[src/afu_params.svh]
// AFU shared constants
`ifndef AFU_PARAMS_SVH
`define AFU_PARAMS_SVH

// Memory tags, tag 0 is the WED fetch
`define AFU_TAGS      8
`define AFU_TAG_BITS  3
`define AFU_ADDR_BITS 24
`define AFU_DATA_BITS 64

// Job opcodes in bits 63:60
`define AFU_OP_START   4'd1
`define AFU_OP_CONTROL 4'd2

// WED word layout
`define AFU_WED_SRC_HI 63
`define AFU_WED_SRC_LO 40
`define AFU_WED_DST_HI 39
`define AFU_WED_DST_LO 16
`define AFU_WED_CNT_HI 15
`define AFU_WED_CNT_LO 0

// MMIO read map
`define AFU_MMIO_ADDR_BITS 2
`define AFU_MMIO_STATUS    2'd0
`define AFU_MMIO_SUM       2'd1
`define AFU_MMIO_JOBS      2'd2

// Status word bits
`define AFU_ERR_OPCODE   0
`define AFU_ERR_RESPONSE 1
`define AFU_STATUS_DONE  2

`endif

[src/afu_pkg.sv]
// AFU shared types
package afu_pkg;

  `include "afu_params.svh"

  //////////////////////////////
  // Job word views
  //////////////////////////////

  // Start word carries the WED address
  typedef struct packed {
    logic [3:0]                opcode;
    logic [35:0]               reserved;
    logic [`AFU_ADDR_BITS-1:0] wed_addr;
  } job_start_t;

  // Control word carries the clear flags
  typedef struct packed {
    logic [3:0]  opcode;
    logic [57:0] reserved;
    logic        clear_result;
    logic        clear_errors;
  } job_control_t;

  // Opcode sits in the same top bits in both views
  typedef union packed {
    job_start_t   start;
    job_control_t control;
  } job_word_t;

  typedef logic [`AFU_TAG_BITS-1:0] tag_t;

endpackage

[src/job_decode.sv]
// Job decode and WED fetch
`timescale 1ns/1ps
`include "afu_params.svh"

module job_decode import afu_pkg::*; (
  input  logic                      clock,
  input  logic                      reset,
  input  logic                      job_valid,
  output logic                      job_ready,
  input  job_word_t                 job_word,
  output logic                      wed_cmd_valid,
  input  logic                      wed_cmd_ready,
  output logic [`AFU_ADDR_BITS-1:0] wed_cmd_addr,
  input  logic                      wed_rsp_valid,
  input  logic [`AFU_DATA_BITS-1:0] wed_rsp_data,
  output logic                      cu_start,
  output logic [`AFU_ADDR_BITS-1:0] src_addr,
  output logic [`AFU_ADDR_BITS-1:0] dst_addr,
  output logic [15:0]               word_count,
  input  logic                      cu_done,
  output logic                      bad_opcode,
  output logic                      clear_errors,
  output logic                      clear_result
);

  typedef enum logic [1:0] {
    S_IDLE,
    S_FETCH,
    S_RUN
  } state_t;

  state_t state;
  logic   accept;
  logic   is_start;
  logic   is_control;

  assign is_start   = job_word.start.opcode == `AFU_OP_START;
  assign is_control = job_word.control.opcode == `AFU_OP_CONTROL;

  // Only a new start word waits for the current job
  assign job_ready = !(state != S_IDLE && is_start);
  assign accept    = job_valid && job_ready;

  always_ff @(posedge clock) begin
    if (reset) begin
      state         <= S_IDLE;
      wed_cmd_valid <= 1'b0;
      cu_start      <= 1'b0;
      bad_opcode    <= 1'b0;
      clear_errors  <= 1'b0;
      clear_result  <= 1'b0;
    end else begin
      cu_start     <= 1'b0;
      bad_opcode   <= accept && !is_start && !is_control;
      clear_errors <= accept && is_control && job_word.control.clear_errors;
      clear_result <= accept && is_control && job_word.control.clear_result;
      case (state)
        S_IDLE: begin
          if (accept && is_start) begin
            state         <= S_FETCH;
            wed_cmd_valid <= 1'b1;
          end
        end
        S_FETCH: begin
          if (wed_cmd_valid && wed_cmd_ready) begin
            wed_cmd_valid <= 1'b0;
          end
          // WED is in, hand the job to the compute unit
          if (wed_rsp_valid) begin
            state    <= S_RUN;
            cu_start <= 1'b1;
          end
        end
        S_RUN: begin
          if (cu_done) begin
            state <= S_IDLE;
          end
        end
        default: state <= S_IDLE;
      endcase
    end
  end

  //////////////////////////////
  // WED address and fields
  //////////////////////////////

  always_ff @(posedge clock) begin
    if (accept && is_start) begin
      wed_cmd_addr <= job_word.start.wed_addr;
    end
    if (state == S_FETCH && wed_rsp_valid) begin
      src_addr   <= wed_rsp_data[`AFU_WED_SRC_HI:`AFU_WED_SRC_LO];
      dst_addr   <= wed_rsp_data[`AFU_WED_DST_HI:`AFU_WED_DST_LO];
      word_count <= wed_rsp_data[`AFU_WED_CNT_HI:`AFU_WED_CNT_LO];
    end
  end

endmodule

[src/command_arbiter.sv]
// Memory command arbiter
`timescale 1ns/1ps
`include "afu_params.svh"

module command_arbiter import afu_pkg::*; (
  // WED source, tag 0
  input  logic                      wed_cmd_valid,
  output logic                      wed_cmd_ready,
  input  logic [`AFU_ADDR_BITS-1:0] wed_cmd_addr,
  output logic                      wed_rsp_valid,
  output logic [`AFU_DATA_BITS-1:0] wed_rsp_data,
  // Compute unit source
  input  logic                      cu_cmd_valid,
  output logic                      cu_cmd_ready,
  input  logic                      cu_cmd_write,
  input  logic [`AFU_ADDR_BITS-1:0] cu_cmd_addr,
  input  tag_t                      cu_cmd_tag,
  input  logic [`AFU_DATA_BITS-1:0] cu_cmd_data,
  output logic                      cu_rsp_valid,
  output tag_t                      cu_rsp_tag,
  output logic [`AFU_DATA_BITS-1:0] cu_rsp_data,
  // Memory port
  output logic                      mem_cmd_valid,
  input  logic                      mem_cmd_ready,
  output logic                      mem_cmd_write,
  output logic [`AFU_ADDR_BITS-1:0] mem_cmd_addr,
  output tag_t                      mem_cmd_tag,
  output logic [`AFU_DATA_BITS-1:0] mem_cmd_data,
  input  logic                      mem_rsp_valid,
  input  tag_t                      mem_rsp_tag,
  input  logic [`AFU_DATA_BITS-1:0] mem_rsp_data,
  input  logic                      mem_rsp_error,
  output logic                      rsp_error
);

  logic wed_tag;

  //////////////////////////////
  // Commands, WED first
  //////////////////////////////

  assign mem_cmd_valid = wed_cmd_valid || cu_cmd_valid;
  assign mem_cmd_write = wed_cmd_valid ? 1'b0 : cu_cmd_write;
  assign mem_cmd_addr  = wed_cmd_valid ? wed_cmd_addr : cu_cmd_addr;
  assign mem_cmd_tag   = wed_cmd_valid ? tag_t'(0) : cu_cmd_tag;
  assign mem_cmd_data  = wed_cmd_valid ? '0 : cu_cmd_data;

  // Losing source sees ready low and holds
  assign wed_cmd_ready = mem_cmd_ready;
  assign cu_cmd_ready  = mem_cmd_ready && !wed_cmd_valid;

  //////////////////////////////
  // Responses by tag
  //////////////////////////////

  assign wed_tag       = mem_rsp_tag == tag_t'(0);
  assign wed_rsp_valid = mem_rsp_valid && wed_tag;
  assign wed_rsp_data  = mem_rsp_data;
  assign cu_rsp_valid  = mem_rsp_valid && !wed_tag;
  assign cu_rsp_tag    = mem_rsp_tag;
  assign cu_rsp_data   = mem_rsp_data;

  // Any response may carry an error
  assign rsp_error = mem_rsp_valid && mem_rsp_error;

endmodule

[src/cu_execute.sv]
// Compute unit, tagged reads and sum
`timescale 1ns/1ps
`include "afu_params.svh"

module cu_execute import afu_pkg::*; (
  input  logic                      clock,
  input  logic                      reset,
  input  logic                      cu_start,
  input  logic [`AFU_ADDR_BITS-1:0] src_addr,
  input  logic [`AFU_ADDR_BITS-1:0] dst_addr,
  input  logic [15:0]               word_count,
  output logic                      cu_cmd_valid,
  input  logic                      cu_cmd_ready,
  output logic                      cu_cmd_write,
  output logic [`AFU_ADDR_BITS-1:0] cu_cmd_addr,
  output tag_t                      cu_cmd_tag,
  output logic [`AFU_DATA_BITS-1:0] cu_cmd_data,
  input  logic                      cu_rsp_valid,
  input  tag_t                      cu_rsp_tag,
  input  logic [`AFU_DATA_BITS-1:0] cu_rsp_data,
  output logic                      cu_done,
  output logic [`AFU_DATA_BITS-1:0] sum
);

  typedef enum logic [1:0] {
    S_IDLE,
    S_READ,
    S_WRITE,
    S_WAIT
  } state_t;

  state_t                    state;
  logic [`AFU_TAGS-1:0]      busy;
  logic [`AFU_TAGS-1:0]      set_mask;
  logic [`AFU_TAGS-1:0]      clr_mask;
  logic [15:0]               issued;
  logic [15:0]               received;
  tag_t                      free_tag;
  logic                      have_free;
  logic                      load_read;
  logic                      load_write;

  // Lowest free tag among 1 to 7, tag 0 never set busy
  always_comb begin
    free_tag  = tag_t'(0);
    have_free = 1'b0;
    for (int t = `AFU_TAGS - 1; t >= 1; t--) begin
      if (!busy[t]) begin
        free_tag  = tag_t'(t);
        have_free = 1'b1;
      end
    end
  end

  assign load_read  = state == S_READ && !cu_cmd_valid && issued != word_count && have_free;
  assign load_write = state == S_READ && !cu_cmd_valid && issued == word_count
                      && received == word_count;

  // Tag reserved at load, freed by its response
  assign set_mask = load_read ? (`AFU_TAGS'(1) << free_tag) : '0;
  assign clr_mask = (state == S_READ && cu_rsp_valid) ? (`AFU_TAGS'(1) << cu_rsp_tag) : '0;

  always_ff @(posedge clock) begin
    if (reset) begin
      state        <= S_IDLE;
      cu_cmd_valid <= 1'b0;
      busy         <= '0;
      issued       <= '0;
      received     <= '0;
      cu_done      <= 1'b0;
      sum          <= '0;
    end else begin
      cu_done <= 1'b0;
      busy    <= (busy | set_mask) & ~clr_mask;
      if (cu_cmd_valid && cu_cmd_ready) begin
        cu_cmd_valid <= 1'b0;
      end
      case (state)
        S_IDLE: begin
          if (cu_start) begin
            state    <= S_READ;
            issued   <= '0;
            received <= '0;
            sum      <= '0;
          end
        end
        S_READ: begin
          if (cu_rsp_valid) begin
            sum      <= sum + cu_rsp_data;
            received <= received + 16'd1;
          end
          if (load_read) begin
            cu_cmd_valid <= 1'b1;
            issued       <= issued + 16'd1;
          end else if (load_write) begin
            cu_cmd_valid <= 1'b1;
            state        <= S_WRITE;
          end
        end
        S_WRITE: begin
          if (cu_cmd_valid && cu_cmd_ready) begin
            state <= S_WAIT;
          end
        end
        S_WAIT: begin
          if (cu_rsp_valid) begin
            state   <= S_IDLE;
            cu_done <= 1'b1;
          end
        end
        default: state <= S_IDLE;
      endcase
    end
  end

  //////////////////////////////
  // Command payload
  //////////////////////////////

  always_ff @(posedge clock) begin
    if (load_read) begin
      cu_cmd_write <= 1'b0;
      cu_cmd_addr  <= src_addr + `AFU_ADDR_BITS'(issued);
      cu_cmd_tag   <= free_tag;
      cu_cmd_data  <= '0;
    end else if (load_write) begin
      // All tags are free by now
      cu_cmd_write <= 1'b1;
      cu_cmd_addr  <= dst_addr;
      cu_cmd_tag   <= free_tag;
      cu_cmd_data  <= sum;
    end
  end

endmodule

[src/result_control.sv]
// Done, errors and MMIO reads
`timescale 1ns/1ps
`include "afu_params.svh"

module result_control (
  input  logic                           clock,
  input  logic                           reset,
  input  logic                           cu_done,
  input  logic [`AFU_DATA_BITS-1:0]      sum,
  input  logic                           bad_opcode,
  input  logic                           rsp_error,
  input  logic                           clear_errors,
  input  logic                           clear_result,
  output logic                           job_done,
  input  logic                           mmio_read,
  input  logic [`AFU_MMIO_ADDR_BITS-1:0] mmio_addr,
  output logic                           mmio_rdata_valid,
  output logic [`AFU_DATA_BITS-1:0]      mmio_rdata
);

  logic [`AFU_DATA_BITS-1:0] result_sum;
  logic [`AFU_DATA_BITS-1:0] job_count;
  logic [`AFU_DATA_BITS-1:0] status;
  logic [1:0]                errors;
  logic                      done_flag;

  //////////////////////////////
  // Result and job counter
  //////////////////////////////

  always_ff @(posedge clock) begin
    if (reset) begin
      job_done   <= 1'b0;
      result_sum <= '0;
      job_count  <= '0;
      done_flag  <= 1'b0;
    end else begin
      job_done <= cu_done;
      if (clear_result) begin
        result_sum <= '0;
        job_count  <= '0;
        done_flag  <= 1'b0;
      end
      // A finishing job wins over a clear
      if (cu_done) begin
        result_sum <= sum;
        job_count  <= job_count + 1'b1;
        done_flag  <= 1'b1;
      end
    end
  end

  //////////////////////////////
  // Sticky errors
  //////////////////////////////

  always_ff @(posedge clock) begin
    if (reset) begin
      errors <= '0;
    end else begin
      if (clear_errors) begin
        errors <= '0;
      end
      if (bad_opcode) begin
        errors[`AFU_ERR_OPCODE] <= 1'b1;
      end
      if (rsp_error) begin
        errors[`AFU_ERR_RESPONSE] <= 1'b1;
      end
    end
  end

  //////////////////////////////
  // MMIO read port
  //////////////////////////////

  always_comb begin
    status                    = '0;
    status[1:0]               = errors;
    status[`AFU_STATUS_DONE]  = done_flag;
  end

  always_ff @(posedge clock) begin
    if (reset) begin
      mmio_rdata_valid <= 1'b0;
    end else begin
      mmio_rdata_valid <= mmio_read;
    end
  end

  // Unknown addresses read zero
  always_ff @(posedge clock) begin
    if (mmio_read) begin
      case (mmio_addr)
        `AFU_MMIO_STATUS: mmio_rdata <= status;
        `AFU_MMIO_SUM:    mmio_rdata <= result_sum;
        `AFU_MMIO_JOBS:   mmio_rdata <= job_count;
        default:          mmio_rdata <= '0;
      endcase
    end
  end

endmodule

[src/afu_top.sv]
// Accelerator functional unit top
`timescale 1ns/1ps
`include "afu_params.svh"

module afu_top import afu_pkg::*; (
  input  logic                           clock,
  input  logic                           reset,
  // Job port
  input  logic                           job_valid,
  output logic                           job_ready,
  input  job_word_t                      job_word,
  output logic                           job_done,
  // Memory port
  output logic                           mem_cmd_valid,
  input  logic                           mem_cmd_ready,
  output logic                           mem_cmd_write,
  output logic [`AFU_ADDR_BITS-1:0]      mem_cmd_addr,
  output tag_t                           mem_cmd_tag,
  output logic [`AFU_DATA_BITS-1:0]      mem_cmd_data,
  input  logic                           mem_rsp_valid,
  input  tag_t                           mem_rsp_tag,
  input  logic [`AFU_DATA_BITS-1:0]      mem_rsp_data,
  input  logic                           mem_rsp_error,
  // MMIO port
  input  logic                           mmio_read,
  input  logic [`AFU_MMIO_ADDR_BITS-1:0] mmio_addr,
  output logic                           mmio_rdata_valid,
  output logic [`AFU_DATA_BITS-1:0]      mmio_rdata
);

  logic                      wed_cmd_valid;
  logic                      wed_cmd_ready;
  logic [`AFU_ADDR_BITS-1:0] wed_cmd_addr;
  logic                      wed_rsp_valid;
  logic [`AFU_DATA_BITS-1:0] wed_rsp_data;
  logic                      cu_start;
  logic [`AFU_ADDR_BITS-1:0] src_addr;
  logic [`AFU_ADDR_BITS-1:0] dst_addr;
  logic [15:0]               word_count;
  logic                      cu_done;
  logic                      cu_cmd_valid;
  logic                      cu_cmd_ready;
  logic                      cu_cmd_write;
  logic [`AFU_ADDR_BITS-1:0] cu_cmd_addr;
  tag_t                      cu_cmd_tag;
  logic [`AFU_DATA_BITS-1:0] cu_cmd_data;
  logic                      cu_rsp_valid;
  tag_t                      cu_rsp_tag;
  logic [`AFU_DATA_BITS-1:0] cu_rsp_data;
  logic [`AFU_DATA_BITS-1:0] sum;
  logic                      bad_opcode;
  logic                      clear_errors;
  logic                      clear_result;
  logic                      rsp_error;

  //////////////////////////////
  // Decode
  //////////////////////////////

  job_decode job_decode_inst (
    .clock        (clock),
    .reset        (reset),
    .job_valid    (job_valid),
    .job_ready    (job_ready),
    .job_word     (job_word),
    .wed_cmd_valid(wed_cmd_valid),
    .wed_cmd_ready(wed_cmd_ready),
    .wed_cmd_addr (wed_cmd_addr),
    .wed_rsp_valid(wed_rsp_valid),
    .wed_rsp_data (wed_rsp_data),
    .cu_start     (cu_start),
    .src_addr     (src_addr),
    .dst_addr     (dst_addr),
    .word_count   (word_count),
    .cu_done      (cu_done),
    .bad_opcode   (bad_opcode),
    .clear_errors (clear_errors),
    .clear_result (clear_result)
  );

  //////////////////////////////
  // Memory commands
  //////////////////////////////

  command_arbiter command_arbiter_inst (
    .wed_cmd_valid(wed_cmd_valid),
    .wed_cmd_ready(wed_cmd_ready),
    .wed_cmd_addr (wed_cmd_addr),
    .wed_rsp_valid(wed_rsp_valid),
    .wed_rsp_data (wed_rsp_data),
    .cu_cmd_valid (cu_cmd_valid),
    .cu_cmd_ready (cu_cmd_ready),
    .cu_cmd_write (cu_cmd_write),
    .cu_cmd_addr  (cu_cmd_addr),
    .cu_cmd_tag   (cu_cmd_tag),
    .cu_cmd_data  (cu_cmd_data),
    .cu_rsp_valid (cu_rsp_valid),
    .cu_rsp_tag   (cu_rsp_tag),
    .cu_rsp_data  (cu_rsp_data),
    .mem_cmd_valid(mem_cmd_valid),
    .mem_cmd_ready(mem_cmd_ready),
    .mem_cmd_write(mem_cmd_write),
    .mem_cmd_addr (mem_cmd_addr),
    .mem_cmd_tag  (mem_cmd_tag),
    .mem_cmd_data (mem_cmd_data),
    .mem_rsp_valid(mem_rsp_valid),
    .mem_rsp_tag  (mem_rsp_tag),
    .mem_rsp_data (mem_rsp_data),
    .mem_rsp_error(mem_rsp_error),
    .rsp_error    (rsp_error)
  );

  //////////////////////////////
  // Execute
  //////////////////////////////

  cu_execute cu_execute_inst (
    .clock       (clock),
    .reset       (reset),
    .cu_start    (cu_start),
    .src_addr    (src_addr),
    .dst_addr    (dst_addr),
    .word_count  (word_count),
    .cu_cmd_valid(cu_cmd_valid),
    .cu_cmd_ready(cu_cmd_ready),
    .cu_cmd_write(cu_cmd_write),
    .cu_cmd_addr (cu_cmd_addr),
    .cu_cmd_tag  (cu_cmd_tag),
    .cu_cmd_data (cu_cmd_data),
    .cu_rsp_valid(cu_rsp_valid),
    .cu_rsp_tag  (cu_rsp_tag),
    .cu_rsp_data (cu_rsp_data),
    .cu_done     (cu_done),
    .sum         (sum)
  );

  //////////////////////////////
  // Result and MMIO
  //////////////////////////////

  result_control result_control_inst (
    .clock           (clock),
    .reset           (reset),
    .cu_done         (cu_done),
    .sum             (sum),
    .bad_opcode      (bad_opcode),
    .rsp_error       (rsp_error),
    .clear_errors    (clear_errors),
    .clear_result    (clear_result),
    .job_done        (job_done),
    .mmio_read       (mmio_read),
    .mmio_addr       (mmio_addr),
    .mmio_rdata_valid(mmio_rdata_valid),
    .mmio_rdata      (mmio_rdata)
  );

endmodule

[config.mk]
export PLATFORM = sky130hd
export DESIGN_NAME = afu_top
export DESIGN_NICKNAME = d
export VERILOG_FILES = /design/src/afu_pkg.sv /design/src/job_decode.sv /design/src/command_arbiter.sv /design/src/cu_execute.sv /design/src/result_control.sv /design/src/afu_top.sv
export VERILOG_INCLUDE_DIRS = /design/src
export SDC_FILE = /design/constraint.sdc
export NUM_CORES = 1
export LEC_CHECK = 0
export BUFFER_PORTS_ARGS = -buffer_cell sky130_fd_sc_hd__buf_2
export CORE_MARGIN = 1.5
export CORE_UTILIZATION = 50
export CTS_CLUSTER_SIZE = 8
export DETAILED_ROUTE_END_ITERATION = 16
export GPL_ROUTABILITY_DRIVEN = 0
export PLACE_DENSITY = 0.8
export SYNTH_ARGS = -nofsm -noshare
export SYNTH_HDL_FRONTEND = slang
export SYNTH_SLANG_ARGS = --single-unit
[constraint.sdc]
create_clock -name clock -period 4 [get_ports clock]
set_input_delay 0.8 -clock clock [delete_from_list [all_inputs] [get_ports clock]]
set_output_delay 0.8 -clock clock [all_outputs]
set_load 0.05 [all_outputs]
# Yosys cells after proc, flatten, opt, wreduce, memory -nomap -nowiden
# Cells that the tools add are included.
# op_classes
n_mux	60
n_eq_ne	23
bitwise_logic	5
n_addsub	5
shifts	2
reduce_logical	46
# op_table
operator	n
$mux W64	6
$pmux W64 S3	1
$pmux W64 S2	1
$mux W24	3
$add A64 B1 Y64 const B	1
$add A64 B64 Y64	1
$pmux W16 S2	2
$mux W16	3
$add A16 B1 Y16 const B	2
$eq A16 B16 Y1	2
$mux W3	10
$add A24 B16 Y24	1
$logic_and A1 B1 Y1	21
$mux W1	20
$mux W2	9
$ne A2 B1 Y1 const B	9
$mux W8	2
$ne A16 B16 Y1	1
$shl A1 B3 Y8 const A	2
$reduce_bool A2 Y1	7
$reduce_and A3 Y1	4
$and A8 B8 Y8	1
$eq A2 B2 Y1 const B	4
$not A8 Y8	1
15 further kinds	27
# word_totals
inputBits	140
output_inout_bits	160
regBits	492
elab_cells	170

# Longest topological paths before layout
# logic_depth
ltp_word	11
depth_mapped	13
depth_no_buf	13

# Hierarchy
# Synthesis repeated with hierarchy kept, for this count alone.
# unflattened
hier_cells	2517
hier_area_um2	24925.2
# by_module_without_submodules
mod	n_inst	cells_per_inst	seq_area_each_um2	area_each_um2
cu_execute	1	1457	4254.1	12271.8
result_control	1	705	4584.4	7926.4
job_decode	1	116	2782.7	2944.1
command_arbiter	1	239	0.0	1783.0

# Least setup slack after synthesis
# OpenSTA, ideal clock, no wires.
# synth_path
path_type	input port to flip-flop
start	input mem_rsp_data[0]
end	register cu_execute_inst.sum[60]
n_path_buf	0
path_slack_ps	608
t_required_ps	3883
cell_stages	13
arrival_ps	3274
path_cell_list	ha_1 inv_1 fa_1 nor2b_1 o2111ai_1 and3_1 o311ai_2 a21oi_1 o211a_1 o311ai_1 nand4b_1 mux2i_1 nand2_1
# synth_via
elab_chain_len	3
# synth_rtl
element	line_no	rtl
start, declared	afu_top.sv:22	input logic [`AFU_DATA_BITS-1:0] mem_rsp_data,
$add A64 B64 Y64	cu_execute.sv:89	sum <= sum + cu_rsp_data;
$mux W64	cu_execute.sv:88	if (cu_rsp_valid) begin
$pmux W64 S2	cu_execute.sv:78	case (state)
end signal, assigned	cu_execute.sv:89	
end, declared	cu_execute.sv:22	output logic [`AFU_DATA_BITS-1:0] sum
# No other way between the ends. The select of a mux whose other input is x is not followed.
# A chain may end at the register's enable or synchronous reset.

# Worst setup path after layout
# layout_path
start	register cu_execute_inst.sum[0]
end	register cu_execute_inst.sum[58]
# layout_via
elab_chain_len	3
# layout_rtl
element	line_no
$add A64 B64 Y64	cu_execute.sv:89
$mux W64	cu_execute.sv:88
$pmux W64 S2	cu_execute.sv:78
# No other way between the ends. The select of a mux whose other input is x is not followed.

==> flow_metrics.tcl <==
set metrics [dict create \
    status "finished, final reports clean" \
    sw_frac_of_total 0.266 \
    htree_levels 3 \
    max_slew_margin 0.426 \
    antenna_found_initial 0 \
    final.period_utilization 0.914 \
    cts.repair.resized 0 \
    fp.dieW_um 220 \
    die_area_sq_um 48600 \
    postLayoutCellArea_sq_um 27600 \
    finalNonFillerCells 3343 \
    core-area_sq_um 46600 \
    rsz0062_at_grt "false" \
    path_class "flip-flop to flip-flop" \
    synth_edf_count 179 \
    max_freq_ghz 0.274 \
    placementRows 79 \
    finalMaxSlewViolations 0 \
    power_frac_seq 0.435 \
    ys_ff_latch 491 \
    worstPathRequired_ps 4470 \
    io_buffers 263 \
    grt_max_degree 67 \
    drt_iter0_drc 2301 \
    grt_usage 0.273 \
    p_leak_uw 0.0111 \
    finalCriticalPeriod_ps 3660 \
    clockPowerShare 0.451 \
    ys.flop_type "dfxtp_1" \
    cts_hold_buffers 0 \
    syn_nets 2683 \
    worstPathArrival_ps 4130 \
    reg2regPathDepth 14 \
    post_cts_buffers 0 \
    post-route-drc-count 0 \
    hpwl_um 49200 \
    wl_per_cell_um 20.3 \
    rrSetupSlack_ps 340 \
    r2r_end "cu_execute_inst.sum[58]$_SDFFE_PP0P_" \
    cap_violations 0 \
    startpoint_type "flip-flop" \
    syn_inst 2455 \
    drt_first_pass_iters 5 \
    cts_tree "yes" \
    syn_area_per_cell_sq_um 9.62 \
    min_from "job_word[4]" \
    numCtsBuffers 71 \
    crit_fanout 4 \
    power.share.combinational 0.114 \
    grt_pass1_wl_um 103000 \
    p_int_uw 9120 \
    vdd_ir_drop_max_uv 363 \
    clock-root-buffer "clkbuf_16" \
    skew_ps 20.4 \
    hold_end "job_decode_inst.wed_cmd_addr[4]$_DFFE_PP_" \
    grt-ovfl-total 0 \
    clock-sinks 491 \
    nNetsFinal 2919 \
    power_density_nw_per_um2 450 \
    yosys_warnings 0 \
    clk_pin_slew_ps 50 \
    hold_depth 1 \
    tns_ps 0 \
    post_dp_cell_area_sq_um 25500 \
    drt_wl_total_um 67900 \
    num_vias 20200 \
    antenna_left 0 \
    synth-seq-area-share 0.492 \
    setup_viol 0 \
    die_y_um 220 \
    worstHoldPathType "input pin to flip-flop" \
    clk_latency_ps 600 \
    syn2layout_area_growth_pct 16.8 \
    start_util 0.508 \
    reg2reg_from "cu_execute_inst.sum[0]$_SDFFE_PP0P_" \
    grt_pass1_vias 19100 \
    dp_cells 3225 \
    drt-vias-per-instance 6.03 \
    drive_gt1_frac 0.165 \
    synth-async-reset-ratio 0 \
    cp-end-kind "flip-flop" \
    hold_viol_final 0 \
    synth_cell_types 79 \
    syn-cell-area_sq_um 23600 \
    utilization 0.593 \
    worst_pin_slew_ps 858 \
    switchingPower_uw 3310 \
    clockBufferDepth 3 \
    io_pins 300 \
]
==> cells by family (layout without fill, tap and decap cells) <==
| group | count (synthesis) | in the layout | synth area share |
|---|---|---|---|
| compound gates | 652 | 652 | 0.186 |
| xor+xnor | 144 | 144 | 0.0534 |
| fa+ha+maj | 88 | 88 | 0.0472 |
| buf+inv | 185 | 465 | 0.0303 |
| flops | 491 | 491 | 0.492 |
| mux | 37 | 37 | 0.0173 |
| other cells | 0 | 1 | 0 |
| simple gates | 858 | 858 | 0.174 |
==> sequential cells by signal (all words and copies together) (netlist names), 2 cells and up <==
name                            cells
result_control_inst.result_sum     64
result_control_inst.mmio_rdata     64
cu_execute_inst.sum                64
cu_execute_inst.cu_cmd_data        64
cu_execute_inst.state               2
job_decode_inst.dst_addr           24
cu_execute_inst.received           16
job_decode_inst.state               2
job_decode_inst.wed_cmd_addr       24
result_control_inst.job_count      64
cu_execute_inst.cu_cmd_addr        24
cu_execute_inst.busy                7
job_decode_inst.src_addr           24
job_decode_inst.word_count         16
result_control_inst.errors          2
cu_execute_inst.cu_cmd_tag          3
cu_execute_inst.issued             16
==> layout make-up <==
type | instances | area (sq um)
fill | 3740 | 19000
tap | 607 | 759
inverter | 50 | 188
multi-input combinational | 1779 | 11300
clock buffer | 112 | 1990
antenna | 1 | 2.50
timing repair buffer | 298 | 1610
sequential | 491 | 11600
clock inverter | 5 | 88.8
==> power by group through the flow <==
stage	sequential, uW	combinational [uW]	clock, uW
2_1_floorplan	5560	902	0
3_3_place_gp	5500	1360	0
3_5_place_dp	5500	1390	0
4_1_cts	5410	1400	5660
5_1_grt	5410	1520	5870
6_report	5400	1420	5600
==> worst max-delay path by stage <==
| stage | startpoint | end | slack [ps] | cells after the start |
|---|---|---|---|---|
| 2_1_floorplan | mem_rsp_data[0] | cu_execute_inst.sum[60]$_SDFFE_PP0P_ | 610 | 13 |
| 3_3_place_gp | mem_rsp_data[0] | cu_execute_inst.sum[58]$_SDFFE_PP0P_ | 180 | 15 |
| 3_5_place_dp | mem_rsp_data[0] | cu_execute_inst.sum[58]$_SDFFE_PP0P_ | 90 | 15 |
| 4_1_cts | cu_execute_inst.sum[0]$_SDFFE_PP0P_ | cu_execute_inst.sum[58]$_SDFFE_PP0P_ | 400 | 14 |
| 5_1_grt | cu_execute_inst.sum[0]$_SDFFE_PP0P_ | cu_execute_inst.sum[58]$_SDFFE_PP0P_ | 180 | 14 |
| 6_report | cu_execute_inst.sum[0]$_SDFFE_PP0P_ | cu_execute_inst.sum[58]$_SDFFE_PP0P_ | 340 | 14 |
==> Yosys cell counts (all sizes together) (30+ instances only) <==
| library cell | count | area (sq um) |
|---|---|---|
| a22o | 127 | 1110 |
| mux2 | 30 | 338 |
| a21oi | 201 | 1010 |
| nand3 | 86 | 440 |
| nand4 | 48 | 300 |
| nand2 | 308 | 1160 |
| inv | 50 | 188 |
| clkbuf | 115 | 432 |
| ha | 86 | 1080 |
| xor2 | 83 | 727 |
| xnor2 | 61 | 534 |
| a21o | 46 | 345 |
| o21bai | 31 | 244 |
| nor2b | 82 | 513 |
| edfxtp | 179 | 5380 |
| nor2 | 173 | 652 |
| dfxtp | 312 | 6250 |
| o21ai | 98 | 490 |
==> cells in the final DEF (no fill, tap or decap), types with 24 or more instances in the layout <==
master     count
dfxtp_1      311
nand2_1      308
buf_2        262
a21oi_1      200
edfxtp_1     179
nor2_1       171
a22o_1       127
o21ai_0       95
ha_1          86
nand3_1       84
xor2_1        83
nor2b_1       79
clkbuf_16     74
xnor2_1       61
inv_1         49
nand4_1       48
a21o_1        46
clkbuf_1      38
buf_4         34
o21bai_1      30
mux2_2        30
a22oi_1       29
or3_1         28
o21a_1        24
==> metal layers <==
metal	vias to the layer above	global-route usage	share of wire
met4	0	0.122	0.045
met1	9623	0.345	0.40
met3	206	0.0492	0.084
li1	9358	-	-
met2	987	0.458	0.47
met5	-	0	0
==> per-stage QoR <==
stage | setup WS (ps) | hold slack (ps) | power, uW
2_1_floorplan | 608 | 413 | 6460
3_3_place_gp | 183 | 428 | 6860
3_5_place_dp | 85.6 | 441 | 6890
6_report | 344 | 379 | 12400
5_1_grt | 177 | 355 | 12800
4_1_cts | 396 | 361 | 12500
==> worst max-delay path, cell delays in order (launching register included) <==
cell,delay [ps]
dfxtp_1,440
ha_1,240
inv_1,60
fa_1,400
nor2b_1,170
o2111ai_1,140
and3_1,260
o31a_1,360
a211oi_1,310
buf_4,180
o31a_1,260
o211ai_2,140
a21boi_0,240
mux2i_1,240
nand2_1,90
No activity file was read; power rests on OpenSTA's default activity.
